`src/lmem_rsp_buf.sv`:
```
`timescale 1ns/1ns

module lmem_rsp_buf #(
	parameter int data_w = 16
) (
	input  logic              sys_clk,
	input  logic              reset,
	input  logic              load,
	input  logic [data_w-1:0] z_out,
	input  logic              rsp_ready,
	output logic              empty,
	output logic              rsp_valid,
	output logic [data_w-1:0] rsp_data
);

	logic full;

	assign empty = ~full;
	assign rsp_valid = full;

	// The arbiter only loads an empty buffer, so load and accept never overlap
	always_ff @(posedge sys_clk) begin
		if (reset) begin
			full <= 1'b0;
		end else if (load) begin
			full <= 1'b1;
		end else if (rsp_ready) begin
			full <= 1'b0; // Requester took the word
		end
	end

	always_ff @(posedge sys_clk) begin
		if (load) begin
			rsp_data <= z_out;
		end
	end

endmodule

```
`config.mk`:
```
export PLATFORM = sky130hd
export DESIGN_NAME = lmem_rsp_buf
export DESIGN_NICKNAME = d
export VERILOG_FILES = /design/src/lmem_rsp_buf.sv
export SDC_FILE = /design/constraint.sdc
export NUM_CORES = 1
export LEC_CHECK = 0
export BUFFER_PORTS_ARGS = -buffer_cell sky130_fd_sc_hd__buf_2
export CORE_ASPECT_RATIO = 0.9
export CORE_UTILIZATION = 33
export DETAILED_ROUTE_END_ITERATION = 12
export GPL_TIMING_DRIVEN = 1
export PLACE_DENSITY = 0.77
export SKIP_LAST_GASP = 1
export SLEW_MARGIN = 15
export SYNTH_ARGS = -nofsm -noshare
export SYNTH_HDL_FRONTEND = slang
export SYNTH_SLANG_ARGS = --single-unit
```
`constraint.sdc`:
```
create_clock -name sys_clk -period 0.8 [get_ports sys_clk]
set_input_delay 0.08 -clock sys_clk [delete_from_list [all_inputs] [get_ports sys_clk]]
set_output_delay 0.08 -clock sys_clk [all_outputs]
set_load 0.05 [all_outputs]
```
==> flow_summary.toml, run 1 <==
[final_layout]
final_core_util = 0.711
mostFrequentLayoutCell = "buf_2"
final_nets = 100
area_delta_synth_final_pct = 99.0
drive_gt1_frac = 0.557
fin_area_um2 = 1040
insertedDiodeCount = 0
final_cell_mix = "19 x buf_2, 17 x dlygate4sd3_1, 17 x buf_6"

[synthesis]
yosys_warnings = 0
ys_types = 5
synthCells = 21
ys_seq_area_frac = 0.957
synth.ff_latch_count = 17
syn_area_um2 = 523
synth_area_per_cell_um2 = 24.9
synth.net_count = 41

[timing]
hold_violations = 0
worst_pin_slew_ns = 0.344
setup_tns_ns = -2.41
skew_ns = 0
slew_violations = 0
fmax_ghz = 1.03
fin_crit_ns = 0.968
fin_crit_sh = 1.21
rsz0062_at_grt = "true"
slew_headroom = 0.771
setup_ws_ns = -0.168
setup_viol = 18

[place]
portBuffers = 37
place_area_um2 = 734
place.gp.congestion = 0.604
pre_cts_ws_ns = 0.0581

[grt]
grt_pass1_wl_mm = 1.64
antenna_found_initial = 0
grt_pass1_vias = 368
grt_use_total = 0.156
grt_max_degree = 18
grt_overflow = 0

[job]
cap_violations = 0

[floorplanning]
die_w_um = 44.0
die_h_um = 39.8
start_util = 0.357
num_rows = 13
ioPinCount = 38
core_region_area_um2 = 1460
floorplan.die_area_um2 = 1750

[detailed_routing]
wl_mm = 1.21
wire_per_inst_um = 12.9
drt_iter0_drc = 4
vias = 392
drtAntennaViolNets = 0
first_pass_iters = 5
via_per_inst = 4.17
drcViolationCount = 0

[power]
irDropWorstVdd_mv = 0.913
cellPowerDensity_nw_per_um2 = 1990
p_leak_nw = 0.446
power.total_mw = 2.07

[clock_tree]
h-tree-depth = 1
clockBufferDepth = 2
cts_tree = "done"
clk_pin_slew_ns = 0.10
root_buffer = "clkbuf_4"
cts_buffers = 3
clock_latency_ns = 0.29
cts_num_sinks = 17
postCtsSetupRepairBufs = 0

[status]
status = "finished with violations"
violations = "setup timing"

[setup_path]
crit_type = "register to output pin"
path_max_fanout = 3
arrival_ns = 0.89
crit_required_ns = 0.72
cp-end-kind = "output pin"
critPathLaunchType = "register"

[hold_path]
hp-class = "primary input to register"
[worst paths after layout]
kind                  start        end  slack, ns  cells after the start
setup / recovery  rsp_valid      empty      -0.17                      2
hold / removal    rsp_ready  rsp_valid       0.03                      3
setup reg to reg  rsp_valid  rsp_valid       0.18                      2
hold reg to reg   rsp_valid  rsp_valid       0.52                      2
[area by class of cell]
cell class | instances | area, µm²
clock buffers | 3 | 22.5
inverters | 2 | 11.3
repair buffers | 54 | 464
clock inverters | 1 | 5.00
flip-flops and latches | 17 | 504
multi-input cells | 2 | 15.0
fillers | 92 | 423
well taps | 15 | 18.8
[routing by layer]
layer	GRT usage	share of wire	wire, µm	up-vias
li1	-	-	-	194
met1	0.154	0.39	474	181
met2	0.243	0.53	639	13
met3	0.0691	0.050	61	4
met4	0.159	0.028	34	0
met5	0	0	0	-
[worst max-delay path, cell delays in order, from the launching register on]
cell and delay [ns]:
dfxtp_4 0.38, clkinvlp_4 0.07, buf_6 0.14
[registers in the layout, summed over array words and instances, names as in the netlist]
register   cells
rsp_valid      1
rsp_data      16
[where the power goes]
| part | total [mW] | internal [mW] | switching, mW |
|---|---|---|---|
| clock | 0.453 | 0.186 | 0.267 |
| sequential | 1.08 | 1.05 | 0.0334 |
| combinational | 0.536 | 0.218 | 0.317 |
[through the flow]
stage	hold slack (ns)	std cells
2_1_floorplan	0.133	21
3_3_place_gp	0.233	73
3_5_place_dp	0.240	73
4_1_cts	0.0322	94
5_1_grt	0.0292	94
6_report	0.0328	94
[cells in the mapped netlist]
cell,count,area [µm²]
nand2b_1,1,6.26
a21oi_2,1,8.76
dfxtp_1,1,20.0
edfxtp_1,16,480
inv_1,2,7.51
[kinds of logic (layout without fill, tap and decap cells)]
| family | after synthesis | after routing | share of synthesized area |
|---|---|---|---|
| AND/OR/NAND/NOR | 1 | 1 | 0.0120 |
| flip-flops | 17 | 17 | 0.957 |
| buffers and inverters | 2 | 60 | 0.0144 |
| AO/OA/AOI/OAI | 1 | 1 | 0.0167 |
[what timing repair did]
item | CTS | global route
resized for setup | 35 | 0
hold buffers | 17 | 0
cloned | 0 | 0
setup endpoints to repair | 18 | 18
endpoints found under the hold margin | 17 | 0
Note: power is estimated with default switching activity, not from simulation.
==> run 2, diff against run 1 <==
CORE_MARGIN = 2   (was not set)
==> run 2 against run 1 <==
Effect of this change:
- the flow still finishes with violations (setup timing)
- non-clock buffer count is the same
- clock power shrank 5.3%
- total power shrank 1.2%
- sequential cell count is the same
- critical path type unchanged
- largest cell class unchanged
==> flow_summary.toml, run 2 (synthesis gave the netlist of run 1 again) <==
[final_layout]
regMostFlops = "rsp_data"
area_delta_synth_final_pct = 98.8
fin_area_um2 = 1040
fillCellCount = 89
final_cell_mix = "19 x buf_2, 17 x dlygate4sd3_1, 17 x buf_6"
final_core_util = 0.710
final_nets = 100
fin_cells = 94
insertedDiodeCount = 0
largest_reg_flops = 16
multi_input_area_um2 = 15.0
ff_latch_area_um2 = 504
mostFrequentLayoutCell = "buf_2"
drive_gt1_frac = 0.544

[setup_path]
r2r_slack_ns = 0.18
arrival_ns = 0.87
rr_worst_depth = 2
cp-end-kind = "output pin"
critPathLaunchType = "register"
crit_required_ns = 0.72
crit_type = "register to output pin"
rr_endpoint = "rsp_valid"
rr_startpoint = "rsp_valid"
path_max_fanout = 3

[timing]
skew_ns = 0
setup_ws_ns = -0.145
worst_pin_slew_ns = 0.371
rsz0062_at_grt = "true"
slew_headroom = 0.753
slew_violations = 0
hold_violations = 0
setup_viol = 18
fin_crit_sh = 1.18
fmax_ghz = 1.06
fin_crit_ns = 0.945

[grt]
antenna_found_initial = 0
grt_max_degree = 18
grt_overflow = 0
use_met3 = 0.0609
grt_pass1_wl_mm = 1.78
grt_use_total = 0.138
use_met2 = 0.247
gr-usage-met1 = 0.125
grt_pass1_vias = 398
grt_busiest_layer = "met2"

[floorplanning]
core_region_area_um2 = 1460
ioPinCount = 38
num_rows = 13
die_h_um = 41.8
die_w_um = 46.0
start_util = 0.357
floorplan.die_area_um2 = 1920

[power]
clkPwrFrac = 0.209
switchingPower_mw = 0.586
cellPowerDensity_nw_per_um2 = 1970
combinationalPowerShare = 0.262
power.total_mw = 2.05
p_int_mw = 1.46
p_sw_frac = 0.286
p_leak_nw = 0.443
irDropWorstVdd_mv = 1.04
seq_power_share = 0.529

[clock_tree]
clockBufferDepth = 2
clock_latency_ns = 0.27
cts_buffers = 3
clk_pin_slew_ns = 0.08
root_buffer = "clkbuf_4"
cts_tree = "done"
cts_num_sinks = 17
h-tree-depth = 1

[hold_path]
min_to = "rsp_valid"
hold_path.startpoint = "rsp_ready"
holdPathStages = 3
hp-class = "primary input to register"

[detailed_routing]
drt_iter0_drc = 10
drtAntennaViolNets = 0
via_per_inst = 4.26
drcViolationCount = 0
wl_mm = 1.18
vias = 400
wire_per_inst_um = 12.6
first_pass_iters = 4

[place]
pre_cts_ws_ns = 0.0517
placedCellCount = 73
portBuffers = 37
place.gp.congestion = 0.634
place_area_um2 = 734

[job]
cap_violations = 0

[status]
status = "finished with violations"
violations = "setup timing"
## run 2: cell types whose count changed in the layout (fill, tap and decap cells not counted)
cell | previous run | this run
clkbuf_1 | 0 | 1
clkinv_2 | 1 | 0
## run 2: power by group through the flow
| stage | registers, mW | logic (mW) | clock network (mW) |
|---|---|---|---|
| after floorplan | 1.33 | 0.0193 | 0 |
| after global placement | 1.08 | 0.386 | 0 |
| after detailed placement | 1.08 | 0.387 | 0 |
| after CTS | 1.08 | 0.532 | 0.440 |
| after global routing | 1.09 | 0.556 | 0.492 |
| final | 1.08 | 0.535 | 0.429 |
## run 2: how the worst max path moves through the flow
stage,slack (ns),start,to
after floorplan,0.009,rsp_valid,empty
after global placement,0.07,load,rsp_data[6]
after detailed placement,0.05,load,rsp_data[4]
after CTS,-0.15,rsp_valid,empty
after global routing,-0.19,rsp_valid,empty
final,-0.15,rsp_valid,empty
## run 2: final cells by class
cell class	count	share of cell area
multi-input cells	2	0.0144
inverters	2	0.0108
clock buffers	4	0.0253
flip-flops and latches	17	0.485
repair buffers	54	0.446
well taps	15	0.0181
## run 2: critical path, cell delays in order, from the launching register on
cell and delay, ns:
dfxtp_4 0.37, clkinvlp_4 0.07, buf_6 0.15
## run 2: layer usage
layer  wire (µm)  vias to the layer above
li1            -                      194
met1         421                      185
met2         685                       17
met3          53                        4
met4          21                        0
met5           0                        -
## run 2: per-stage QoR
stage	setup TNS, ns	hold WS, ns
global route	-2.79	0.0640
finish	-2.06	0.0536
CTS	-2.21	0.0467
detailed placement	0	0.240
floorplan	0	0.133
global placement	0	0.234
## run 2: repair_timing
item	4_1_cts	5_1_grt
hold buffers	17	0
setup buffers	0	0
setup endpoints to repair	18	18
gates resized for setup	35	0
gates cloned	0	0
endpoints found under the hold margin	17	0
pin swaps	0	0
==> run 3, diff against run 2 <==
CORE_ASPECT_RATIO = not set   (was 0.9)
CORE_MARGIN = not set   (was 2)
CORE_UTILIZATION = 37   (was 33)
CTS_CLUSTER_SIZE = 28   (was not set)
PLACE_DENSITY = 0.81   (was 0.77)
clock period = 0.95 ns   (was 0.8 ns; I/O delays follow)
==> run 3 against run 2 <==
Effect of this change:
- the run still ends with setup timing left
- critical path type unchanged
- register-to-register slack improved by 0.14 ns
- sequential cell count is the same
- die area shrank 18%
- first-iteration DRC count down 80%
- non-clock buffer count unchanged
- clock power decreased by 15%
==> flow_summary.toml, run 3 (synthesis gave the netlist of run 1 again) <==
[clock_tree]
clk_pin_slew_ns = 0.09
cts_buffers = 3
cts_tree = "done"
clock_latency_ns = 0.28
cts_num_sinks = 17
clockBufferDepth = 2
h-tree-depth = 1
root_buffer = "clkbuf_4"

[place]
portBuffers = 37
place_area_um2 = 728
place.gp.congestion = 0.635
dpl.hpwl_um = 616
pre_cts_ws_ns = 0.196

[setup_path]
crit_type = "register to output pin"
critical_path_buf_inv_count = 1
cp-end-kind = "output pin"
path_cells = "buf_6"
cpMaxStageDelayCell = "edfxtp_1"
critPathLaunchType = "register"
crit_required_ns = 0.85
max_stage_delay_ns = 0.41
arrival_ns = 0.86
path_max_fanout = 1
path_delay_family = "flip-flops"
r2r_slack_ns = 0.32

[timing]
hold_violations = 0
slew_violations = 0
worst_pin_slew_ns = 0.362
fin_crit_sh = 1.01
setup_ws_ns = -0.00988
fin_crit_ns = 0.960
skew_ns = 0
fmax_ghz = 1.04
rsz0062_at_grt = "true"
setup_viol = 4
slew_headroom = 0.758

[grt]
antenna_found_initial = 0
grt_pass1_wl_mm = 1.53
grt_pass1_vias = 364
grt_overflow = 0
grt_use_total = 0.174
grt_max_degree = 18

[detailed_routing]
wl_mm = 1.09
drt_iter0_drc = 2
vias = 405
via_per_inst = 4.31
first_pass_iters = 2
drcViolationCount = 0
drtAntennaViolNets = 0
wire_per_inst_um = 11.6

[final_layout]
final_core_util = 0.797
mostFrequentLayoutCell = "buf_2"
final_cell_mix = "19 x buf_2, 18 x buf_6, 17 x dlygate4sd3_1"
area_delta_synth_final_pct = 98.3
regMostFlops = "rsp_data"
ff_latch_area_um2 = 502
final_nets = 100
insertedDiodeCount = 0
multi_input_area_um2 = 15.0
drive_gt1_frac = 0.532
largest_reg_flops = 16
fin_area_um2 = 1040
fillCellCount = 77

[power]
p_leak_nw = 0.447
power.total_mw = 1.73
cellPowerDensity_nw_per_um2 = 1670
irDropWorstVdd_mv = 1.25

[floorplanning]
ioPinCount = 38
start_util = 0.402
die_h_um = 39.6
core_region_area_um2 = 1300
floorplan.die_area_um2 = 1570
num_rows = 13
die_w_um = 39.6

[job]
cap_violations = 0

[hold_path]
hp-class = "primary input to register"

[status]
status = "finished with violations"
violations = "setup timing"
==> run 3: metal layers <==
layer | part of all wire | global-route usage | vias to the layer above
li1 | - | - | 195
met1 | 0.33 | 0.151 | 183
met2 | 0.58 | 0.311 | 22
met3 | 0.051 | 0.0341 | 5
met4 | 0.038 | 0.181 | 0
met5 | 0 | 0 | -
==> run 3: through the flow <==
stage               TNS, ns  hold WS (ns)  std cells
global route         -0.302        0.0903         94
global placement          0         0.249         73
CTS                       0        0.0750         94
detailed placement        0         0.262         73
finish              -0.0236        0.0831         94
floorplan                 0         0.150         21
==> run 3: final timing paths <==
check / cells after the start / endpoint / start
worst max-delay path: 1 / rsp_data[3] / rsp_data[3]
worst max register to register: 2 / rsp_valid / rsp_valid
worst min register to register: 2 / rsp_valid / rsp_valid
worst min-delay path: 3 / rsp_valid / rsp_ready
==> run 3: what timing repair did <==
action	4_1_cts	5_1_grt
buffers inserted	0	0
gates resized for setup	23	15
endpoints found under the setup margin	16	17
endpoints found under the hold margin	17	0
hold buffers	17	0
==> run 3: final cells by class <==
cell class | count | area share
Timing Repair Buffer | 54 | 0.451
Sequential cell | 17 | 0.484
Multi-Input combinational cell | 2 | 0.0145
Inverter | 2 | 0.00724
Clock buffer | 4 | 0.0253
Tap cell | 15 | 0.0181
==> run 3: power by group <==
part	internal, mW	leakage (nW)	switching (mW)
clock	0.163	0.0150	0.203
sequential	0.885	0.165	0.0279
combinational	0.185	0.267	0.268
total	1.23	0.447	0.499
