**config.mk**
```make
export PLATFORM = sky130hd
export DESIGN_NAME = lmem_arbiter
export DESIGN_NICKNAME = d
export VERILOG_FILES = /design/src/lmem_pkg.sv /design/src/lmem_arbiter.sv
export SDC_FILE = /design/constraint.sdc
export NUM_CORES = 1
export LEC_CHECK = 0
export ABC_AREA = 1
export BUFFER_PORTS_ARGS = -buffer_cell sky130_fd_sc_hd__clkbuf_2
export CAP_MARGIN = 20
export CORE_MARGIN = 2
export CORE_UTILIZATION = 26
export CTS_CLUSTER_DIAMETER = 80
export DETAILED_ROUTE_END_ITERATION = 10
export PLACE_DENSITY = 0.78
export SKIP_CTS_REPAIR_TIMING = 1
export SLEW_MARGIN = 20
export SYNTH_ARGS = -nofsm -noshare
export SYNTH_HDL_FRONTEND = slang
export SYNTH_SLANG_ARGS = --single-unit
```
**constraint.sdc**
```tcl
create_clock -name sys_clk -period 1.5 [get_ports sys_clk]
set_clock_uncertainty 0.05 [all_clocks]
set_input_delay 0.075 -clock sys_clk [delete_from_list [all_inputs] [get_ports sys_clk]]
set_output_delay 0.075 -clock sys_clk [all_outputs]
set_load 0.02 [all_outputs]
```
**src/lmem_pkg.sv**
```systemverilog
package lmem_pkg;

	// Request kind, encoded so it maps straight onto the RAM rw line
	typedef enum logic {
		REQ_WRITE = 1'b0,
		REQ_READ  = 1'b1
	} req_kind_t;

	// Identifies which requester a grant or a read in flight belongs to
	typedef enum logic {
		PORT_HOST = 1'b0,
		PORT_CPU  = 1'b1
	} port_id_t;

endpackage

```
**src/lmem_arbiter.sv**
```systemverilog
`timescale 1ns/1ns

module lmem_arbiter #(
	parameter int addr_w = 9,
	parameter int data_w = 16
) (
	input  logic                sys_clk,
	input  logic                reset,
	input  logic                host_valid,
	input  lmem_pkg::req_kind_t host_kind,
	input  logic [addr_w-1:0]   host_addr,
	input  logic                cpu_valid,
	input  lmem_pkg::req_kind_t cpu_kind,
	input  logic [addr_w-1:0]   cpu_addr,
	input  logic [data_w-1:0]   host_wdata,
	input  logic [data_w-1:0]   cpu_wdata,
	input  logic                host_rsp_empty,
	input  logic                cpu_rsp_empty,
	input  logic                z_oe,
	output logic                host_grant,
	output logic                cpu_grant,
	output logic                cen,
	output logic                rw,
	output logic [addr_w-1:0]   a,
	output logic [data_w-1:0]   z_in,
	output logic                host_load,
	output logic                cpu_load
);

	lmem_pkg::port_id_t  last_grant; // Winner of the most recent grant
	lmem_pkg::port_id_t  rd_tag; // Owner of the read the RAM answers next cycle
	logic                host_elig;
	logic                cpu_elig;
	logic                sel_cpu;
	lmem_pkg::req_kind_t sel_kind;

	// RAM read latency is a single cycle, so one tag register covers every read in flight
	assign host_load = z_oe & (rd_tag == lmem_pkg::PORT_HOST);
	assign cpu_load = z_oe & (rd_tag == lmem_pkg::PORT_CPU);

	// A load strobe marks the cycle a read is in flight; after it the response
	// buffer is full, so together they keep a port to one outstanding read
	assign host_elig = host_valid &
		((host_kind == lmem_pkg::REQ_WRITE) | (~host_load & host_rsp_empty));
	assign cpu_elig = cpu_valid &
		((cpu_kind == lmem_pkg::REQ_WRITE) | (~cpu_load & cpu_rsp_empty));

	// On a tie the port that lost last time wins
	assign host_grant = host_elig & (~cpu_elig | (last_grant == lmem_pkg::PORT_CPU));
	assign cpu_grant = cpu_elig & ~host_grant;

	assign sel_cpu = cpu_grant;
	assign sel_kind = sel_cpu ? cpu_kind : host_kind;

	assign cen = ~(host_grant | cpu_grant); // Active low, idle when nobody is granted
	assign rw = (sel_kind == lmem_pkg::REQ_READ);
	assign a = sel_cpu ? cpu_addr : host_addr;
	assign z_in = sel_cpu ? cpu_wdata : host_wdata;

	always_ff @(posedge sys_clk) begin
		if (reset) begin
			last_grant <= lmem_pkg::PORT_CPU; // Host wins the first tie
			rd_tag <= lmem_pkg::PORT_HOST;
		end else begin
			if (~cen) begin
				last_grant <= sel_cpu ? lmem_pkg::PORT_CPU : lmem_pkg::PORT_HOST;
			end
			if (~cen & rw) begin
				rd_tag <= sel_cpu ? lmem_pkg::PORT_CPU : lmem_pkg::PORT_HOST;
			end
		end
	end

endmodule

```
==> results of run 1 <==
## how the worst max path moves through the flow
stage / endpoint / slack, ps / start / cells after the start
global route: a[0] / -310 / rd_tag$_SDFFE_PP0P_ / 11
floorplan: z_in[10] / 160 / rd_tag$_SDFFE_PP0P_ / 10
detailed placement: z_in[9] / 40 / rd_tag$_SDFFE_PP0P_ / 9
CTS: z_in[9] / -200 / rd_tag$_SDFFE_PP0P_ / 9
global placement: z_in[9] / 50 / rd_tag$_SDFFE_PP0P_ / 9
finish: z_in[10] / -220 / rd_tag$_SDFFE_PP0P_ / 11
## power by group
part           switching (mW)  internal [mW]  leakage, nW
combinational           0.303          0.278        0.811
sequential            0.00210         0.0593       0.0169
clock                  0.0304         0.0882       0.0138
total                   0.336          0.426        0.841
## sequential cells by signal, indices dropped and copies added (netlist names)
signal and flops:
last_grant 1, rd_tag 1
## worst reg2reg max path: cells and delay by family (launching register included)
kind            cells  cell delay [ps]
buf+inv             1               40
flops               1              320
compound gates      3              460
simple gates        3              270
## through the flow
stage          hold slack (ps)  instance area, µm²  instances  util, %  power (mW)
3_5_place_dp             254.3               977.2        228    51.38      0.4758
5_1_grt                  76.32                1290        234    67.83      0.8166
2_1_floorplan            156.1               513.0        113        -      0.3119
6_report                 61.36                1290        234    67.83      0.7613
3_3_place_gp             261.0               977.2        228    51.38      0.4754
4_1_cts                  52.56               999.7        231    52.57      0.6040
## placed cells by master (no fill, tap or decap)
master / n
a21oi_1: 2
and2_1: 1
buf_12: 2
buf_2: 1
buf_4: 3
buf_6: 26
clkbuf_2: 63
clkbuf_4: 3
dfxtp_1: 1
dfxtp_2: 1
inv_1: 10
inv_16: 1
inv_2: 1
nand2_1: 64
nand2_2: 19
nand2_4: 3
nand3_1: 3
o211ai_1: 1
o21ai_0: 1
o21bai_4: 1
## cell usage after synthesis (all sizes together)
cell type	n
o21ai	1
o21bai	1
dfxtp	2
inv	12
o211ai	1
a21oi	2
buf	4
and2	1
nand2	86
nand3	3
## area by class of cell
class                   count  area, µm²  area share (%)
flip-flops and latches      2      41.29           3.201
inverters                  12      61.31           4.753
well taps                  27      33.78           2.619
multi-input cells          95      455.4           35.31
clock buffers               3      22.52           1.746
repair buffers             95      675.6           52.38
## layer usage
| metal | global-route usage (%) | vias to the layer above | part of all wire [%] |
|---|---|---|---|
| met2 | 31.94 | 54 | 56 |
| met4 | 4.286 | 0 | 0.87 |
| met3 | 5.864 | 4 | 7.7 |
| met5 | 0 | - | 0 |
| met1 | 17.99 | 434 | 35 |
| li1 | - | 525 | - |
## cells by family (layout without fill, tap and decap cells)
kind of cell,count (synthesis),in the layout,synth area share [%]
and+or+nand+nor,90,90,67.56
buffers and inverters,16,110,16.59
AOI/OAI and AO/OA,5,5,8.049
DFF,2,2,7.805
==> results.toml, run 1 <==
[cts]
clockBufferDepth = 2
insertion_delay_ps = 220
cts.sinks = 2
root_buffer = "clkbuf_4"
clkTransAtPathRegs_ps = 30
h-tree-depth = 1
cts_buffers = 3
cts_tree = "yes"

[job]
drv_cap = 0

[setup_path]
reg2reg_to = "rd_tag$_SDFFE_PP0P_"
crit_chain = "inv_2 > nand2_2 > nand2_2 > nand2_2 > nand2_2 > o21bai_4 > buf_12 > buf_12 > nand2_2 > nand2_2 > buf_6"
cp-start-kind = "register"
cpMaxStageDelayCell = "dfxtp_2"
worstReg2RegStart = "rd_tag$_SDFFE_PP0P_"
critPathRequiredTime_ps = 1370
critPathKind = "reg -> out"
r2r_cells = 7
cp_num_buf_inv = 4
cp_top_family = "buffers and inverters"
worstPathMaxFanout = 6
cp_slowest_stage_delay_ps = 320
reg2reg_setup_slack_ps = 240
cp.arrival_ps = 1600
cpMostUsedCell = "nand2_2"
crit_path_end_kind = "primary output"

[sta]
hold_viol = 0
fmax_mhz = 580.0
min_period_over_period_pct = 114.9
worst_slack_ps = -224.1
period_needed_ps = 1724
setup_viol = 27
max-slew-margin-rel_pct = 85.82
grt_setup_unrepaired = "true"
fin_setup_tns_ps = -4455
worstMarginPinSlew_ps = 210.5
slew_viol_final = 0

[place]
place_ws_ps = 44.31
finalWeightedCongestion = 0.7595
port_buffers = 89
post-dp-hpwl_um = 1655

[worst_hold_path]
hold_path_depth = 3
hp-class = "in -> reg"
hold_start = "reset"
hold_end = "last_grant$_SDFFE_PP1N_"

[finish]
num_antenna_cells = 0
fillers = 163
area_growth_pct = 151.5
drive_gt1_share_pct = 59.90
nets = 268

[die]
ios = 90
coreArea_um2 = 1902
rows = 16
dieArea_um2 = 2345
initial_core_util_pct = 26.97
die_x_um = 48.42
die_h_um = 48.42

[yosys]
ys_types = 14
synthCells = 113
synth_area_leaders = "nand2_1 62%, dfxtp_1 7.8%, inv_1 7.3%"
syn_area_um2 = 513.0
seq_area_frac_synth_pct = 7.805
synth_top_area_share_pct = 62.20
yosys.area.top_type = "nand2_1"
synth.avg_cell_area_um2 = 4.540
yosysWarnings = 0
synth-seq-cells = 2
syn_nets = 172

[global_route]
grt_use_total_pct = 16.99
gr-total-overflow = 0
grt_max_degree = 27
grt_pass1_wl_um = 3339
antenna_found_initial = 0
grt_pass1_vias = 828

[detailed_routing]
drt_iter0_drc = 14
dr.pass1.iters = 5
ant_nets = 0
vias = 1017
drt-vias-per-instance = 4.346
wirelength_um = 2516
wl_per_cell_um = 10.75
drc_errors = 0

[pwr]
powerDensity_nw_per_um2 = 590.2
irDropWorstVdd_v = 0.0003753
cellLeakagePower_nw = 0.8415

[run_status]
violations = "negative setup slack"
status = "finished, violations left"
Power figures use the tool's default switching activity.
==> run 2, diff against run 1 <==
--- a/config.mk
+++ b/config.mk
@@ -8,11 +8,13 @@
 export ABC_AREA = 1
 export BUFFER_PORTS_ARGS = -buffer_cell sky130_fd_sc_hd__clkbuf_2
 export CAP_MARGIN = 20
+export CELL_PAD_IN_SITES_DETAIL_PLACEMENT = 1
+export CELL_PAD_IN_SITES_GLOBAL_PLACEMENT = 1
 export CORE_MARGIN = 2
-export CORE_UTILIZATION = 26
+export CORE_UTILIZATION = 13
 export CTS_CLUSTER_DIAMETER = 80
 export DETAILED_ROUTE_END_ITERATION = 10
-export PLACE_DENSITY = 0.78
+export PLACE_DENSITY_LB_ADDON = 0.1
 export SKIP_CTS_REPAIR_TIMING = 1
 export SLEW_MARGIN = 20
 export SYNTH_ARGS = -nofsm -noshare
==> constraint.sdc (replaced) <==
create_clock -name sys_clk -period 1.5 [get_ports sys_clk]
set_clock_uncertainty 0.05 [all_clocks]
set_input_delay 0.075 -clock sys_clk [delete_from_list [all_inputs] [get_ports sys_clk]]
set_output_delay 0.075 -clock sys_clk [all_outputs]
set_load 0.1 [all_outputs]
==> run 2 against run 1 <==
  * The flow still finishes with violations (negative setup slack)
  * Critical path depth unchanged
  * Critical path type unchanged
  * Total power increased by 130%
  * Clock power increased by 87%
  * Die area is 90% higher
  * Cell area is 52% higher
  * Clock-buffer cell count unchanged
  * Global-route usage down 3.3 points
  * Core utilization down 15 points
  * Sequential share of layout area decreased by 1.1 points
  * Non-clock buffer count up 5
  * Sequential power is essentially flat
  * Register-to-register slack got worse by 170 ps
  * Largest power group unchanged
==> results.toml, run 2 (same netlist as run 1, synthesis figures left out) <==
[sta]
fmax_mhz = 564.2
grt_setup_unrepaired = "true"
worst_slack_ps = -272.5
setup_viol = 27
max-slew-margin-rel_pct = 64.28
hold_slack_ps = 36.41
period_needed_ps = 1772
fin_setup_tns_ps = -6763
slew_viol_final = 0
min_period_over_period_pct = 118.2
hold_viol = 0
worstMarginPinSlew_ps = 538.1

[detailed_routing]
wl_per_cell_um = 11.66
drt_iter0_drc = 14
vias = 1077
ant_nets = 0
dr.pass1.iters = 2
drt-vias-per-instance = 4.142
drc_errors = 0
wirelength_um = 3032

[pwr]
powerDensity_nw_per_um2 = 884.4
cellLeakagePower_nw = 1.045
irDropWorstVdd_v = 0.0006182
power.total_mw = 1.732

[finish]
post-route-util_pct = 52.69
fillers = 458
reg_top3 = "last_grant (1), rd_tag (1)"
num_antenna_cells = 0
layout_common_cells = "60 x clkbuf_2, 31 x nand2_2, 31 x buf_12, 28 x nand2_1, 18 x nand2_4"
final_common_cell = "clkbuf_2"
area_growth_pct = 281.7
nets = 273
design_area_um2 = 1958
drive_gt1_share_pct = 78.30

[setup_path]
cp-start-kind = "register"
reg2reg_setup_slack_ps = 70
worstPathMaxFanout = 7
worstReg2RegStart = "rd_tag$_SDFFE_PP0P_"
r2r_cells = 11
critPathRequiredTime_ps = 1370
cp_top_family = "buffers and inverters"
reg2reg_to = "rd_tag$_SDFFE_PP0P_"
cp_slowest_stage_delay_ps = 320
cpMaxStageDelayCell = "dfxtp_2"
cp.arrival_ps = 1650
critPathKind = "reg -> out"
cp_num_buf_inv = 4
crit_path_end_kind = "primary output"
crit_chain = "inv_2 > nand2_2 > nand2_2 > nand2_2 > nand2_2 > o21bai_4 > buf_12 > buf_12 > nand2_2 > nand2_4 > buf_12"
cpMostUsedCell = "nand2_2"

[global_route]
grt_use_total_pct = 13.70
gr-total-overflow = 0
grt_pass1_wl_um = 4685
met1_usage_pct = 13.52
grt_pass1_vias = 1110
antenna_found_initial = 0
grtUsageMet2_pct = 26.75
grt_util_met3_pct = 4.561
grt_max_degree = 27
grt-busiest-layer = "met2"

[place]
finalWeightedCongestion = 0.6476
port_buffers = 89
place_area_um2 = 1695
post-dp-hpwl_um = 2592

[worst_hold_path]
hold_path_depth = 3
hold_start = "reset"
hold_end = "last_grant$_SDFFE_PP1N_"
hp-class = "in -> reg"

[die]
die_x_um = 66.82
rows = 22
initial_core_util_pct = 13.80
ios = 90
die_h_um = 66.82
dieArea_um2 = 4464
coreArea_um2 = 3716

[cts]
clkTransAtPathRegs_ps = 30
cts_buffers = 3
cts.sinks = 2
insertion_delay_ps = 220
h-tree-depth = 1
cts_tree = "yes"
clockBufferDepth = 2
root_buffer = "clkbuf_8"

[run_status]
status = "finished, violations left"
violations = "negative setup slack"

[job]
drv_cap = 0
==> run 2: changes by cell type in the layout (fill, tap and decap cells not counted), sizes merged <==
cell	before	now
clkbuf	66	63
buf	32	40
==> run 2: worst reg2reg max path, cell delays in order, from the launching register on <==
cell,delay (ps)
dfxtp_2,320
inv_2,40
nand2_2,60
nand2_2,70
nand2_2,70
nand2_2,80
o21bai_4,160
buf_12,160
buf_8,120
nand2_2,50
nand3_1,60
a21oi_1,60
==> run 2: power by group <==
group,switching [mW],internal [mW]
sequential,0.00226,0.0593
clock,0.0515,0.170
combinational,0.924,0.524
total,0.978,0.754
==> run 2: how the worst max path moves through the flow <==
stage / endpoint / depth (start not counted) / start / slack, ps
after floorplan: z_in[10] / 9 / rd_tag$_SDFFE_PP0P_ / -110
after global placement: z_in[12] / 10 / rd_tag$_SDFFE_PP0P_ / -140
after detailed placement: z_in[13] / 10 / rd_tag$_SDFFE_PP0P_ / -210
after CTS: z_in[13] / 10 / rd_tag$_SDFFE_PP0P_ / -460
after global routing: z_in[3] / 10 / rd_tag$_SDFFE_PP0P_ / -350
final: z_in[0] / 11 / rd_tag$_SDFFE_PP0P_ / -270
==> run 2: metrics by stage <==
step,setup slack (ps),instances
6_report,-272.5,260
5_1_grt,-354.6,260
4_1_cts,-459.6,255
3_5_place_dp,-208.2,252
3_3_place_gp,-136.1,252
2_1_floorplan,-112.7,113
==> run 2: routing by layer <==
layer | wire (µm) | up-vias
li1 | - | 531
met1 | 1022 | 491
met2 | 1670 | 53
met3 | 316 | 2
met4 | 22 | 0
met5 | 0 | -
==> run 2: final cells by class <==
type	count	area [µm²]	area share, %
Clock buffer	3	41.29	2.109
Timing Repair Buffer	100	1007	51.44
Tap cell	48	60.06	3.067
Multi-Input combinational cell	95	747.0	38.15
Sequential cell	2	41.29	2.109
Inverter	12	61.31	3.131
==> run 3, diff against run 2 <==
--- a/config.mk
+++ b/config.mk
@@ -8,13 +8,13 @@
 export ABC_AREA = 1
 export BUFFER_PORTS_ARGS = -buffer_cell sky130_fd_sc_hd__clkbuf_2
 export CAP_MARGIN = 20
-export CELL_PAD_IN_SITES_DETAIL_PLACEMENT = 1
+export CELL_PAD_IN_SITES_DETAIL_PLACEMENT = 0
 export CELL_PAD_IN_SITES_GLOBAL_PLACEMENT = 1
 export CORE_MARGIN = 2
 export CORE_UTILIZATION = 13
 export CTS_CLUSTER_DIAMETER = 80
 export DETAILED_ROUTE_END_ITERATION = 10
-export PLACE_DENSITY_LB_ADDON = 0.1
+export PLACE_DENSITY = 0.8
 export SKIP_CTS_REPAIR_TIMING = 1
 export SLEW_MARGIN = 20
 export SYNTH_ARGS = -nofsm -noshare
==> run 3 against run 2 <==
  * The flow still finishes with violations (negative setup slack)
  * Hold slack gained 4.4 ps
  * Non-clock buffer count grew 3
  * Critical path depth shrank 1
  * Total power up 1.1%
  * Wire length is 4.1% lower
  * Clock power fell by 3%
  * Clock-buffer cell count did not move
  * Worst setup slack got worse by 30 ps
  * Sequential share of layout area decreased by 0.088 points
  * Die area stayed put
  * Sequential power about the same
  * Maximum frequency shrank 1.6%
  * Largest cell class unchanged
  * Largest power group unchanged
  * Highest routed layer unchanged
==> results.toml, run 3 (same netlist as run 1, synthesis figures left out) <==
[run_status]
status = "finished, violations left"
violations = "negative setup slack"

[finish]
stdcell_count = 265
drive_gt1_share_pct = 80.65
final_common_cell = "clkbuf_2"
reg_top3 = "last_grant (1), rd_tag (1)"
area_growth_pct = 298.3
seqCellArea_um2 = 41.29
num_antenna_cells = 0
multiInputGateArea_um2 = 788.3
fillers = 348
nets = 278
layout_common_cells = "60 x clkbuf_2, 30 x buf_12, 28 x nand2_2, 26 x nand2_1, 23 x nand2_4"
post-route-util_pct = 54.98

[sta]
fmax_mhz = 554.9
worstMarginPinSlew_ps = 541.1
grt_setup_unrepaired = "true"
min_period_over_period_pct = 120.1
max-slew-margin-rel_pct = 64.08
slew_viol_final = 0
hold_slack_ps = 40.78
period_needed_ps = 1802
setup_viol = 28
hold_viol = 0
worst_slack_ps = -302.2

[die]
initial_core_util_pct = 13.80
coreArea_um2 = 3716
ios = 90
die_x_um = 66.82
dieArea_um2 = 4464
rows = 22
die_h_um = 66.82

[setup_path]
cp_num_buf_inv = 3
cp_slowest_stage_delay_ps = 310
crit_path_end_kind = "primary output"
cpMaxStageDelayCell = "dfxtp_2"
r2r_cells = 12
worstPathMaxFanout = 5
critPathKind = "reg -> out"
cp-start-kind = "register"
cp_top_family = "simple AND/OR/NAND/NOR gates"
crit_chain = "nand2_1 > nand2_1 > nand2_2 > nand2_2 > o21bai_4 > buf_4 > buf_6 > nand2_2 > and2_4 > buf_12"
critPathRequiredTime_ps = 1370
cp.depth = 10
cp.arrival_ps = 1680
cpMostUsedCell = "nand2_2"

[pwr]
irDropWorstVdd_v = 0.0004410
cellLeakagePower_nw = 1.110
powerDensity_nw_per_um2 = 857.3
power.total_mw = 1.752

[detailed_routing]
drc_errors = 0
wl_per_cell_um = 10.97
dr.pass1.iters = 4
drt-vias-per-instance = 4.008
drt_iter0_drc = 20
vias = 1062
routed-wl-met3_um = 221
wl_met2_um = 1665
ant_nets = 0
routed.top_layer = "met4"
wirelength_um = 2907
wl_met1_um = 998

[cts]
insertion_delay_ps = 210
clockBufferDepth = 2
h-tree-depth = 1
clkTransAtPathRegs_ps = 30
cts_tree = "yes"
cts_buffers = 3
cts.sinks = 2
root_buffer = "clkbuf_8"

[place]
finalWeightedCongestion = 0.7500
post-dp-hpwl_um = 2191
port_buffers = 89
place_ws_ps = -164.8
dp_cells = 256

[global_route]
grt_pass1_vias = 875
grt_pass1_wl_um = 3594
grt_use_total_pct = 10.29
grt_max_degree = 27
antenna_found_initial = 0
gr-total-overflow = 0

[worst_hold_path]
hold_path_depth = 3
hp-class = "in -> reg"

[job]
drv_cap = 0
-- run 3: final timing paths --
check / start / to / slack (ps)
min reg2reg: last_grant$_SDFFE_PP1N_ / last_grant$_SDFFE_PP1N_ / 530
min: reset / last_grant$_SDFFE_PP1N_ / 40
max: rd_tag$_SDFFE_PP0P_ / rw / -300
max reg2reg: rd_tag$_SDFFE_PP0P_ / rd_tag$_SDFFE_PP0P_ / -60
-- run 3: worst reg2reg max path: cells and delay by family, from the launching register on --
family                 cells  cell delay [ps]
buffers and inverters      4              400
AND/OR/NAND/NOR            6              370
flip-flops                 1              320
AO/OA/AOI/OAI              2              300
-- run 3: layout make-up --
cell class / count / area share (%)
multi-input cells: 95 / 38.58
repair inverters: 2 / 1.531
well taps: 48 / 2.939
clock buffers: 3 / 2.021
repair buffers: 103 / 49.42
inverters: 12 / 3.491
flip-flops and latches: 2 / 2.021
-- run 3: stage by stage --
step	setup TNS, ps	instance area [µm²]
detailed placement	-2918	1725
CTS	-8866	1767
finish	-7474	2043
floorplan	-924.0	747.0
global route	-9496	2043
global placement	-1833	1725
-- run 3: layer usage --
layer  global-route usage [%]  up-vias
met2                    19.75       49
met3                    1.858        2
met5                        0        -
li1                         -      548
met1                    11.00      463
met4                    3.827        0
-- run 3: power breakdown --
part / internal, mW / leakage (nW) / switching (mW)
Combinational: 0.531 / 1.07 / 0.944
Clock: 0.170 / 0.0216 / 0.0450
Sequential: 0.0593 / 0.0169 / 0.00254
Total: 0.760 / 1.11 / 0.992
