$ cat src/lmem_pkg.sv
package lmem_pkg;

	// Request kind, encoded so it maps straight onto the RAM rw line
	typedef enum logic {
		REQ_WRITE = 1'b0,
		REQ_READ  = 1'b1
	} req_kind_t;

	// Identifies which requester a grant or a read in flight belongs to
	typedef enum logic {
		PORT_HOST = 1'b0,
		PORT_CPU  = 1'b1
	} port_id_t;

endpackage

$ cat src/lmem_req_skid.sv
`timescale 1ns/1ns

module lmem_req_skid #(
	parameter int addr_w = 9,
	parameter int data_w = 16
) (
	input  logic                sys_clk,
	input  logic                reset,
	input  logic                in_valid,
	output logic                in_ready,
	input  lmem_pkg::req_kind_t in_kind,
	input  logic [addr_w-1:0]   in_addr,
	input  logic [data_w-1:0]   in_wdata,
	output logic                out_valid,
	input  logic                out_ready,
	output lmem_pkg::req_kind_t out_kind,
	output logic [addr_w-1:0]   out_addr,
	output logic [data_w-1:0]   out_wdata
);

	logic                skid_valid; // Second entry holds a request
	lmem_pkg::req_kind_t skid_kind;
	logic [addr_w-1:0]   skid_addr;
	logic [data_w-1:0]   skid_wdata;
	logic                in_fire;
	logic                out_free; // Output entry can be refilled on this edge

	// Ready only looks at the skid entry, so the arbiter grant never reaches the requester
	assign in_ready = ~skid_valid;
	assign in_fire = in_valid & in_ready;
	assign out_free = ~out_valid | out_ready;

	always_ff @(posedge sys_clk) begin
		if (reset) begin
			out_valid <= 1'b0;
			skid_valid <= 1'b0;
		end else if (out_free) begin
			out_valid <= skid_valid | in_fire; // Skid entry is older, it goes first
			skid_valid <= 1'b0;
		end else if (in_fire) begin
			skid_valid <= 1'b1; // Output is stalled, park the new request
		end
	end

	always_ff @(posedge sys_clk) begin
		if (out_free) begin
			if (skid_valid) begin
				out_kind <= skid_kind;
				out_addr <= skid_addr;
				out_wdata <= skid_wdata;
			end else begin
				out_kind <= in_kind;
				out_addr <= in_addr;
				out_wdata <= in_wdata;
			end
		end
		if (~out_free & in_fire) begin
			skid_kind <= in_kind;
			skid_addr <= in_addr;
			skid_wdata <= in_wdata;
		end
	end

endmodule

$ cat config.mk
export PLATFORM = sky130hd
export DESIGN_NAME = lmem_req_skid
export DESIGN_NICKNAME = d
export VERILOG_FILES = /design/src/lmem_pkg.sv /design/src/lmem_req_skid.sv
export SDC_FILE = /design/constraint.sdc
export NUM_CORES = 1
export LEC_CHECK = 0
export BUFFER_PORTS_ARGS = -buffer_cell sky130_fd_sc_hd__buf_2
export CAP_MARGIN = 10
export CORE_ASPECT_RATIO = 0.7
export CORE_UTILIZATION = 54
export DETAILED_ROUTE_END_ITERATION = 6
export PLACE_DENSITY = 0.85
export SETUP_SLACK_MARGIN = 0.3
export SYNTH_ARGS = -nofsm -noshare
export SYNTH_HDL_FRONTEND = slang
export SYNTH_SLANG_ARGS = --single-unit
export TNS_END_PERCENT = 10
$ cat constraint.sdc
create_clock -name sys_clk -period 5.82 [get_ports sys_clk]
set_input_delay 0.582 -clock sys_clk [delete_from_list [all_inputs] [get_ports sys_clk]]
set_output_delay 0.582 -clock sys_clk [all_outputs]
set_load 0.01 [all_outputs]
==> results of run 1 <==
through the flow:
stage | cell area (sq um) | hold WS (ns) | std cells | setup WS (ns)
finish | 2404 | 0.4513 | 201 | 4.041
global route | 2404 | 0.4341 | 201 | 3.965
CTS | 2404 | 0.4387 | 201 | 4.016
detailed placement | 2323 | 0.5302 | 193 | 4.109
global placement | 2323 | 0.5268 | 193 | 4.144
floorplan | 1979 | 0.5231 | 89 | 2.052
metal layers:
metal / vias to the layer above / track usage
met3: 2 / 0.06923
li1: 477 / -
met1: 493 / 0.2457
met2: 40 / 0.2868
met5: - / 0
met4: 0 / 0.06604
worst max-delay path: cells and delay by family, from the launching register on:
family	cells	cell delay [ns]
flip-flops	1	0.31
buffers and inverters	3	0.59
power breakdown:
group	internal, W	switching, W
Sequential	0.000447	0.00000474
Combinational	0.0000284	0.0000287
Clock	0.0000856	0.000107
Total	0.000561	0.000140
path summary, 6_finish.rpt:
| kind | startpoint | slack, ns | end |
|---|---|---|---|
| max | skid_valid | 4.04 | in_ready |
| min | reset | 0.45 | out_valid |
| max reg2reg | skid_valid | 4.40 | skid_addr[3] |
| min reg2reg | skid_addr[6] | 0.56 | out_addr[6] |
state kept, by name (all words and copies together), names as in the netlist:
signal and count:
skid_kind 1, out_wdata 16, out_addr 9, skid_valid 1
skid_addr 9, out_valid 1, out_kind 1, skid_wdata 16
synthesized netlist by cell type:
| library cell | number |
|---|---|
| sky130_fd_sc_hd__a21oi_1 | 1 |
| sky130_fd_sc_hd__mux2_4 | 7 |
| sky130_fd_sc_hd__nor3b_1 | 1 |
| sky130_fd_sc_hd__mux2_2 | 19 |
| sky130_fd_sc_hd__dfxtp_1 | 2 |
| sky130_fd_sc_hd__nor3_1 | 1 |
| sky130_fd_sc_hd__nand2b_1 | 1 |
| sky130_fd_sc_hd__inv_1 | 1 |
| sky130_fd_sc_hd__edfxtp_1 | 52 |
| sky130_fd_sc_hd__nor2_1 | 1 |
| sky130_fd_sc_hd__buf_6 | 2 |
| sky130_fd_sc_hd__buf_2 | 1 |
cell type report:
| cell class | count | share of cell area |
|---|---|---|
| inverters | 1 | 0.001562 |
| well taps | 47 | 0.02447 |
| repair buffers | 60 | 0.1281 |
| clock buffers | 8 | 0.03332 |
| flip-flops and latches | 54 | 0.6663 |
| multi-input cells | 31 | 0.1463 |
logic make-up (layout without fill, tap and decap cells):
group	Yosys count	count (layout)	synth area share
AND/OR/NAND/NOR	4	4	0.01138
multiplexers	26	26	0.1612
AO/OA/AOI/OAI	1	1	0.002526
buffers and inverters	4	69	0.01580
flip-flops	54	54	0.8091
==> impl_metrics.csv, run 1 <==
group,metric,value,unit
outcome,outcome,"complete, no violations",
synthesis,ys_types,12,
routing,detail_route.wl_per_cell,15.61,um
layout,regArea,0.001602,sq mm
global_route,grt_use_total,0.1866,
layout,final_cell_mix,"57 x sky130_fd_sc_hd__buf_2, 52 x sky130_fd_sc_hd__edfxtp_1, 19 x sky130_fd_sc_hd__mux2_2",
sta,worst_slew_margin_rel,0.7367,
layout,multiInputGateArea,351.6,sq um
floorplanning,initial_utilization,0.5965,
synthesis,synth_top_area_share,0.7889,
routing,drt.antenna.violating_nets,0,
clock_network,worst_skew_pair.late_latency,0.29,ns
floorplanning,pin_count,58,
floorplanning,placement_rows,17,
sta,pin_slew_with_the_least_headroom_to_its_limit,0.3950,ns
sta,fmax,562.0,MHz
worst_setup_path,worstSetupEndpointType,"output port",
worst_setup_path,start_kind,"flop",
placement,finalWeightedCongestion,0.6200,
synthesis,netlist_top_cells_area,"sky130_fd_sc_hd__edfxtp_1 79%, sky130_fd_sc_hd__mux2_2 11%, sky130_fd_sc_hd__mux2_4 5.3%, sky130_fd_sc_hd__dfxtp_1 2.0%, sky130_fd_sc_hd__buf_6 1.1%",
power_and_ir_drop,ir_worst_vdd,173.1,uV
worst_setup_path,max_stage_delay,0.36,ns
floorplanning,die_w,74.37,um
routing,route.vias.total,1012,
routing,routed.top_layer,"met4",
power_and_ir_drop,post-layout-total-power,0.0007016,W
placement,io_buffer_count,57,
layout,area_delta_synth_final,21.43,%
worst_setup_path,worst_ep_required_time,5.24,ns
power_and_ir_drop,power_per_cell_area,291.9,mW/mm^2
global_route,grt_max_degree,30,
layout,utilization,0.7244,
floorplanning,die_height,52.66,um
clock_network,tritoncts,"yes",
synthesis,synth_nets,119,
worst_setup_path,criticalPathCategory,"flop to output port",
min_path,worst_hold_path_type,"input pin to flop",
synthesis,syn_area_per_cell,22.24,sq um
sta,fin_setup_tns,0,ns
synthesis,syn-cell-area,0.001979,sq mm
layout,final_layout_size_suffix_gt1_frac,0.5974,
worst_setup_path,crit_path_top_delay_cell,"sky130_fd_sc_hd__buf_4",
routing,routed-wl-met2,1512,um
worst_setup_path,path_cells,"buf_4 > inv_1 > buf_2",
synthesis,synth.yosys.seq_area_share,0.8091,
routing,route.met3.wl,230,um
layout,nNetsFinal,183,
synthesis,post-synth-top-area-cell,"sky130_fd_sc_hd__edfxtp_1",
clock_network,clock_tree.htree_level_count,2,
worst_setup_path,timing.critical_path.fanout_max,29,
sta,finalCriticalPeriod,1.779,ns
job,timing.max_cap.violations,0,
layout,num_antenna_cells,0,
placement,place_hpwl,2126,um
worst_setup_path,ff2ff_path_depth,3,
global_route,gr-total-overflow,0,
worst_setup_path,critPathArrivalTime,1.20,ns
clock_network,clock_root_cell,"sky130_fd_sc_hd__clkbuf_8",
routing,detail_route.wirelength,3137,um
routing,number_of_search_and_repair_iterations_in_the_first_detailed_routing_pass,4,
power_and_ir_drop,total_leakage_power,0.9257,nW
sta,setup-violations-final,0,
clock_network,maximum_clock_path_buffer_count,2,
global_route,antenna_found_initial,0,
routing,wl_met1,1370,um
sta,finalClockSkew,0.004255,ns
min_path,worstHoldPathCells,2,
routing,detail_route.iter0.violations,79,
sta,rsz0062_at_grt,"false",
clock_network,ctsResizeCount,0,
synthesis,synth_warnings,0,
floorplanning,floorplan.core_area,0.003318,sq mm
layout,mostFrequentLayoutCell,"sky130_fd_sc_hd__buf_2",
clock_network,path_clk_slew,0.08,ns
synthesis,netlist_instances,89,
clock_network,cts_setup_buffers,0,
sta,timing_max_transition_violations_final,0,
global_route,first_global_vias,1052,
sta,finalHoldViolCount,0,
sta,final_min_period_over_clock_period,0.3057,
global_route,grt_pass1_wl,5037,um
layout,number_of_filler_instances_in_the_final_layout,227,
synthesis,synth.ff_latch_count,54,
floorplanning,die-area,0.003916,sq mm
routing,via_per_inst,5.035,
clock_network,total_clock_buffers_created_by_cts,5,
routing,post-route-drc-count,0,
clock_network,clock_sinks,54,
clock_network,holdBufCountCts,0,
Note: power is estimated with default switching activity, not from simulation.
==> run 2: changes to the inputs <==
Settings changed: CORE_UTILIZATION 54 to 45, PLACE_DENSITY 0.85 to 0.76.
Clock period 5.82 ns to 1.5 ns, I/O delays scaled along.
==> impl_metrics.csv, run 2 (synthesis gave the netlist of run 1 again) <==
group,metric,value,unit
outcome,outcome,"complete, no violations",
worst_setup_path,critPathArrivalTime,1.28,ns
routing,route.vias.total,1036,
min_path,worst_hold_path_type,"input pin to flop",
floorplanning,pin_count,58,
global_route,first_global_vias,1065,
placement,place_hpwl,2225,um
sta,fin_worst_hold_slack,0.02913,ns
sta,finalHoldViolCount,0,
min_path,min_from,"in_wdata[9]",
clock_network,path_clk_slew,0.09,ns
routing,number_of_search_and_repair_iterations_in_the_first_detailed_routing_pass,2,
layout,mostFrequentLayoutCell,"sky130_fd_sc_hd__buf_2",
clock_network,total_clock_buffers_created_by_cts,5,
power_and_ir_drop,ir_worst_vdd,804.6,uV
layout,final_layout_size_suffix_gt1_frac,0.6398,
floorplanning,floorplan.core_area,0.004065,sq mm
worst_setup_path,worstSetupEndpointType,"flop",
routing,detail_route.wirelength,3339,um
sta,setup-violations-final,0,
floorplanning,die_height,57.49,um
sta,pin_slew_with_the_least_headroom_to_its_limit,0.3609,ns
min_path,hold-path-endpoint,"skid_wdata[9]",
floorplanning,placement_rows,19,
power_and_ir_drop,total_leakage_power,0.9811,nW
routing,detail_route.iter0.violations,41,
floorplanning,initial_utilization,0.4869,
placement,io_buffer_count,57,
routing,drt.antenna.violating_nets,0,
clock_network,tritoncts,"yes",
floorplanning,die-area,0.004672,sq mm
job,timing.max_cap.violations,0,
clock_network,clock_sinks,54,
floorplanning,die_w,81.27,um
routing,post-route-drc-count,0,
global_route,grt_max_degree,29,
worst_setup_path,criticalPathCategory,"flop to flop",
sta,finalCriticalPeriod,1.254,ns
routing,detail_route.wl_per_cell,15.68,um
min_path,worstHoldPathCells,1,
global_route,grt_use_total,0.1622,
layout,reg.largest.list,"out_wdata: 16 flops, skid_wdata: 16 flops",
global_route,antenna_found_initial,0,
sta,finalClockSkew,0.004864,ns
layout,area_delta_synth_final,27.12,%
sta,timing_max_transition_violations_final,0,
clock_network,maximum_clock_path_buffer_count,2,
global_route,gr-total-overflow,0,
layout,nNetsFinal,190,
worst_setup_path,timing.critical_path.fanout_max,7,
sta,fmax,797.6,MHz
sta,final_min_period_over_clock_period,0.8358,
worst_setup_path,ff2ff_path_depth,3,
worst_setup_path,start_kind,"flop",
sta,worst_slew_margin_rel,0.7594,
sta,setup_slack_after_layout,0.2463,ns
power_and_ir_drop,power_per_cell_area,1101,mW/mm^2
worst_setup_path,timing.reg2reg.setup_slack,0.25,ns
placement,place_worst_setup_slack,0.2357,ns
worst_setup_path,r2r_start,"skid_valid",
layout,num_antenna_cells,0,
layout,final_cell_mix,"57 x sky130_fd_sc_hd__buf_2, 52 x sky130_fd_sc_hd__edfxtp_1, 19 x sky130_fd_sc_hd__mux2_2",
global_route,grt_pass1_wl,5223,um
clock_network,clock_root_cell,"sky130_fd_sc_hd__clkbuf_8",
clock_network,clock_tree.htree_level_count,2,
placement,finalWeightedCongestion,0.7193,
routing,via_per_inst,4.864,
clock_network,worst_skew_pair.late_latency,0.30,ns
worst_setup_path,worst_ep_required_time,1.53,ns
sta,rsz0062_at_grt,"true",
layout,utilization,0.6190,
worst_setup_path,regToRegEndpoint,"skid_addr[7]",
-- run 2: cell types whose count changed in the layout (fill, tap and decap cells not counted), sizes merged --
| cell | previous run | this run |
|---|---|---|
| clkbuf | 8 | 6 |
| buf | 60 | 66 |
| dlygate4sd3 | 0 | 1 |
| clkinv | 0 | 2 |
-- run 2: repair_timing --
| action | 4_1_cts | 5_1_grt |
|---|---|---|
| pin swaps | 1 | 0 |
| hold endpoints to repair | 2 | 0 |
| cloned | 2 | 0 |
| gates resized for setup | 10 | 0 |
| endpoints found under the setup margin | 42 | 40 |
| hold buffers | 1 | 0 |
| setup buffers | 2 | 0 |
-- run 2: worst max-delay path by stage --
stage                     startpoint        endpoint
after floorplan            out_valid    skid_addr[0]
after global placement    skid_valid   skid_wdata[2]
after detailed placement  skid_valid   skid_wdata[0]
after CTS                 skid_valid    skid_addr[1]
after global routing      skid_valid  skid_wdata[14]
final                     skid_valid    skid_addr[7]
-- run 2: stage by stage --
step / cells / power (W) / area, sq um / TNS [ns]
finish: 213 / 0.002770 / 2516 / 0
global route: 213 / 0.002877 / 2516 / 0
CTS: 213 / 0.002798 / 2516 / 0
detailed placement: 200 / 0.002018 / 2362 / 0
global placement: 200 / 0.002012 / 2362 / 0
floorplan: 89 / 0.001899 / 2002 / -6.285
-- run 2: area by class of cell --
class,instances,area (sq um)
sequential,54,1607
fill,302,1549
timing repair buffer,67,389.1
multi-input combinational,31,365.4
clock buffer,6,72.57
tap,52,65.06
clock inverter,2,13.76
inverter,1,3.754
-- run 2: power breakdown --
group | leakage (nW) | total (W) | switching, W | internal (W)
clock network | 0.0452 | 0.000777 | 0.000447 | 0.000330
logic | 0.413 | 0.000239 | 0.000116 | 0.000123
registers | 0.523 | 0.00175 | 0.0000187 | 0.00173
total | 0.981 | 0.00277 | 0.000582 | 0.00219
-- run 2: layer usage --
metal,global-route usage,up-vias,share of wire
met1,0.2285,498,0.48
met4,0.08418,0,0.020
met2,0.2179,37,0.43
li1,-,493,-
met3,0.06240,8,0.073
met5,0,-,0
-- run 2: critical path: stages (launching register included) --
cell	delay [ns]
sky130_fd_sc_hd__dfxtp_2	0.35
sky130_fd_sc_hd__buf_8	0.12
sky130_fd_sc_hd__nor3b_4	0.31
sky130_fd_sc_hd__buf_6	0.20
==> run 3: changes to the inputs <==
Settings changed: ABC_AREA set to 1, CORE_UTILIZATION 45 to 50, PLACE_DENSITY 0.76 to 0.79.
Clock period 1.5 ns to 1.2 ns, I/O delays scaled along.
==> impl_metrics.csv, run 3 <==
group,metric,value,unit
routing,detail_route.wl_per_cell,13.62,um
synthesis,synth.yosys.seq_area_share,0.7931,
sta,finalClockSkew,0.01074,ns
clock_network,clock_root_cell,"sky130_fd_sc_hd__clkbuf_8",
placement,place_hpwl,2343,um
worst_setup_path,criticalPathCategory,"flop to flop",
synthesis,netlist_instances,148,
layout,mostFrequentLayoutCell,"sky130_fd_sc_hd__nand2_1",
worst_setup_path,crit_path_top_delay_cell,"sky130_fd_sc_hd__dfxtp_2",
sta,setup_slack_after_layout,0.07546,ns
sta,worst_slew_margin_rel,0.8014,
layout,utilization,0.7530,
clock_network,maximum_clock_path_buffer_count,2,
sta,final_min_period_over_clock_period,0.9371,
routing,route.met3.wl,295,um
sta,rsz0062_at_grt,"true",
synthesis,synth_warnings,0,
layout,nNetsFinal,266,
synthesis,synth_edf_count,52,
sta,pin_slew_with_the_least_headroom_to_its_limit,0.2980,ns
worst_setup_path,cp_num_buf_inv,3,
clock_network,path_clk_slew,0.10,ns
synthesis,netlist_top_cells_area,"sky130_fd_sc_hd__edfxtp_1 77%, sky130_fd_sc_hd__nand2_1 14%, sky130_fd_sc_hd__buf_12 2.0%, sky130_fd_sc_hd__dfxtp_1 2.0%, sky130_fd_sc_hd__buf_6 1.7%",
power_and_ir_drop,total_leakage_power,1.226,nW
worst_setup_path,worstSetupEndpointType,"flop",
layout,final_cell_mix,"76 x sky130_fd_sc_hd__nand2_1, 56 x sky130_fd_sc_hd__buf_2, 52 x sky130_fd_sc_hd__edfxtp_1",
routing,routed-wl-met2,1658,um
clock_network,clock_sinks,54,
worst_setup_path,path_cells,"inv_4 > nand2_2 > nor2_4 > buf_4 > buf_16",
floorplanning,initial_utilization,0.5467,
layout,num_antenna_cells,0,
worst_setup_path,r2r_start,"skid_valid",
sta,finalHoldViolCount,0,
worst_setup_path,worst_ep_required_time,1.24,ns
sta,fin_worst_hold_slack,0.007936,ns
floorplanning,die_w,77.96,um
routing,drt.antenna.violating_nets,0,
power_and_ir_drop,power_per_cell_area,1361,mW/mm^2
floorplanning,pin_count,58,
clock_network,total_clock_buffers_created_by_cts,5,
clock_network,worst_skew_pair.late_latency,0.31,ns
routing,routed.top_layer,"met4",
synthesis,ys_types,11,
job,timing.max_cap.violations,0,
synthesis,synth_nets,178,
min_path,min_from,"in_wdata[11]",
global_route,gr-total-overflow,0,
min_path,worst_hold_path_type,"input pin to flop",
routing,detail_route.iter0.violations,93,
floorplanning,floorplan.core_area,0.003694,sq mm
synthesis,synth_common_cells,"78 x sky130_fd_sc_hd__nand2_1, 52 x sky130_fd_sc_hd__edfxtp_1, 3 x sky130_fd_sc_hd__buf_6, 3 x sky130_fd_sc_hd__nand2_2, 3 x sky130_fd_sc_hd__nor2_1",
worst_setup_path,timing.critical_path.max_delay_family,"buffers and inverters",
power_and_ir_drop,ir_worst_vdd,1226,uV
layout,area_delta_synth_final,37.73,%
routing,number_of_search_and_repair_iterations_in_the_first_detailed_routing_pass,4,
synthesis,ffs_w_async_s_r_synth,0,
routing,via_per_inst,4.679,
sta,setup-violations-final,0,
placement,io_buffer_count,57,
worst_setup_path,timing.critical_path.fanout_max,7,
sta,fin_setup_tns,0,ns
floorplanning,die_height,55.17,um
synthesis,syn_area_per_cell,13.64,sq um
global_route,first_global_vias,1213,
synthesis,synth.ff_latch_count,54,
routing,wl_met1,1899,um
placement,place_worst_setup_slack,0.09256,ns
floorplanning,placement_rows,18,
floorplanning,die-area,0.004301,sq mm
global_route,grt_pass1_wl,5871,um
routing,detail_route.wirelength,3909,um
synthesis,post-synth-top-area-cell,"sky130_fd_sc_hd__edfxtp_1",
synthesis,syn-cell-area,0.002019,sq mm
global_route,grt_use_total,0.1985,
worst_setup_path,critPathArrivalTime,1.16,ns
synthesis,post-synth-top-count-cell,"sky130_fd_sc_hd__nand2_1",
synthesis,synth_top_area_share,0.7732,
synthesis,postSynth.topFlopCell,"sky130_fd_sc_hd__edfxtp_1",
routing,post-route-drc-count,0,
layout,final_layout_size_suffix_gt1_frac,0.3671,
clock_network,tritoncts,"yes",
global_route,antenna_found_initial,0,
clock_network,clock_tree.htree_level_count,2,
global_route,grt_max_degree,29,
placement,finalWeightedCongestion,0.7470,
worst_setup_path,max_stage_delay,0.34,ns
worst_setup_path,start_kind,"flop",
outcome,outcome,"complete, no violations",
worst_setup_path,worst_setup_path_startpoint,"skid_valid",
sta,timing_max_transition_violations_final,0,
layout,reg.largest.list,"out_wdata: 16 flops, skid_wdata: 16 flops",
sta,fmax,889.3,MHz
routing,route.vias.total,1343,
sta,finalCriticalPeriod,1.125,ns
run 3: kinds of logic (layout without fill, tap and decap cells):
family / count (synthesis) / count (layout) / synth area share
AND/OR/NAND/NOR: 85 / 85 / 0.1623
flip-flops: 54 / 54 / 0.7931
buffers and inverters: 8 / 97 / 0.04213
AO/OA/AOI/OAI: 1 / 1 / 0.002476
run 3: worst paths after layout:
path,slack [ns],cells past startpoint,endpoint
min reg2reg,0.52,2,out_addr[4]
max,0.08,5,skid_addr[6]
max reg2reg,0.08,5,skid_addr[6]
min,0.008,1,skid_wdata[11]
run 3: final cells by class:
cell class	count	area (sq um)
Sequential cell	54	1607
Clock buffer	6	72.57
Inverter	3	13.76
Tap cell	50	62.56
Fill cell	235	912.1
Timing Repair Buffer	86	629.4
Multi-Input combinational cell	86	359.1
Clock inverter	2	37.54
run 3: stage by stage:
step,instances,cell area (sq um),total power (W)
global placement,255,2390,0.002557
finish,287,2781,0.003786
floorplan,148,2053,0.002402
global route,287,2781,0.003907
detailed placement,255,2390,0.002565
CTS,286,2771,0.003791
run 3: layer usage:
layer / GRT usage / vias up
met1: 0.2742 / 604
li1: - / 669
met4: 0.06481 / 0
met5: 0 / -
met2: 0.2994 / 63
met3: 0.07049 / 7
run 3: repair_timing:
item | in CTS | in global routing
hold buffers | 14 | 1
setup endpoints to repair | 101 | 108
pin swaps | 1 | 0
buffers inserted | 7 | 0
resized for setup | 5 | 0
gates cloned | 2 | 0
endpoints found under the hold margin | 14 | 1
run 3: where the power goes:
part	leakage (nW)	total [W]	internal (W)	switching, W
sequential	0.524	0.00221	0.00218	0.0000309
clock	0.0514	0.00119	0.000622	0.000566
combinational	0.651	0.000384	0.000186	0.000198
total	1.23	0.00379	0.00299	0.000794
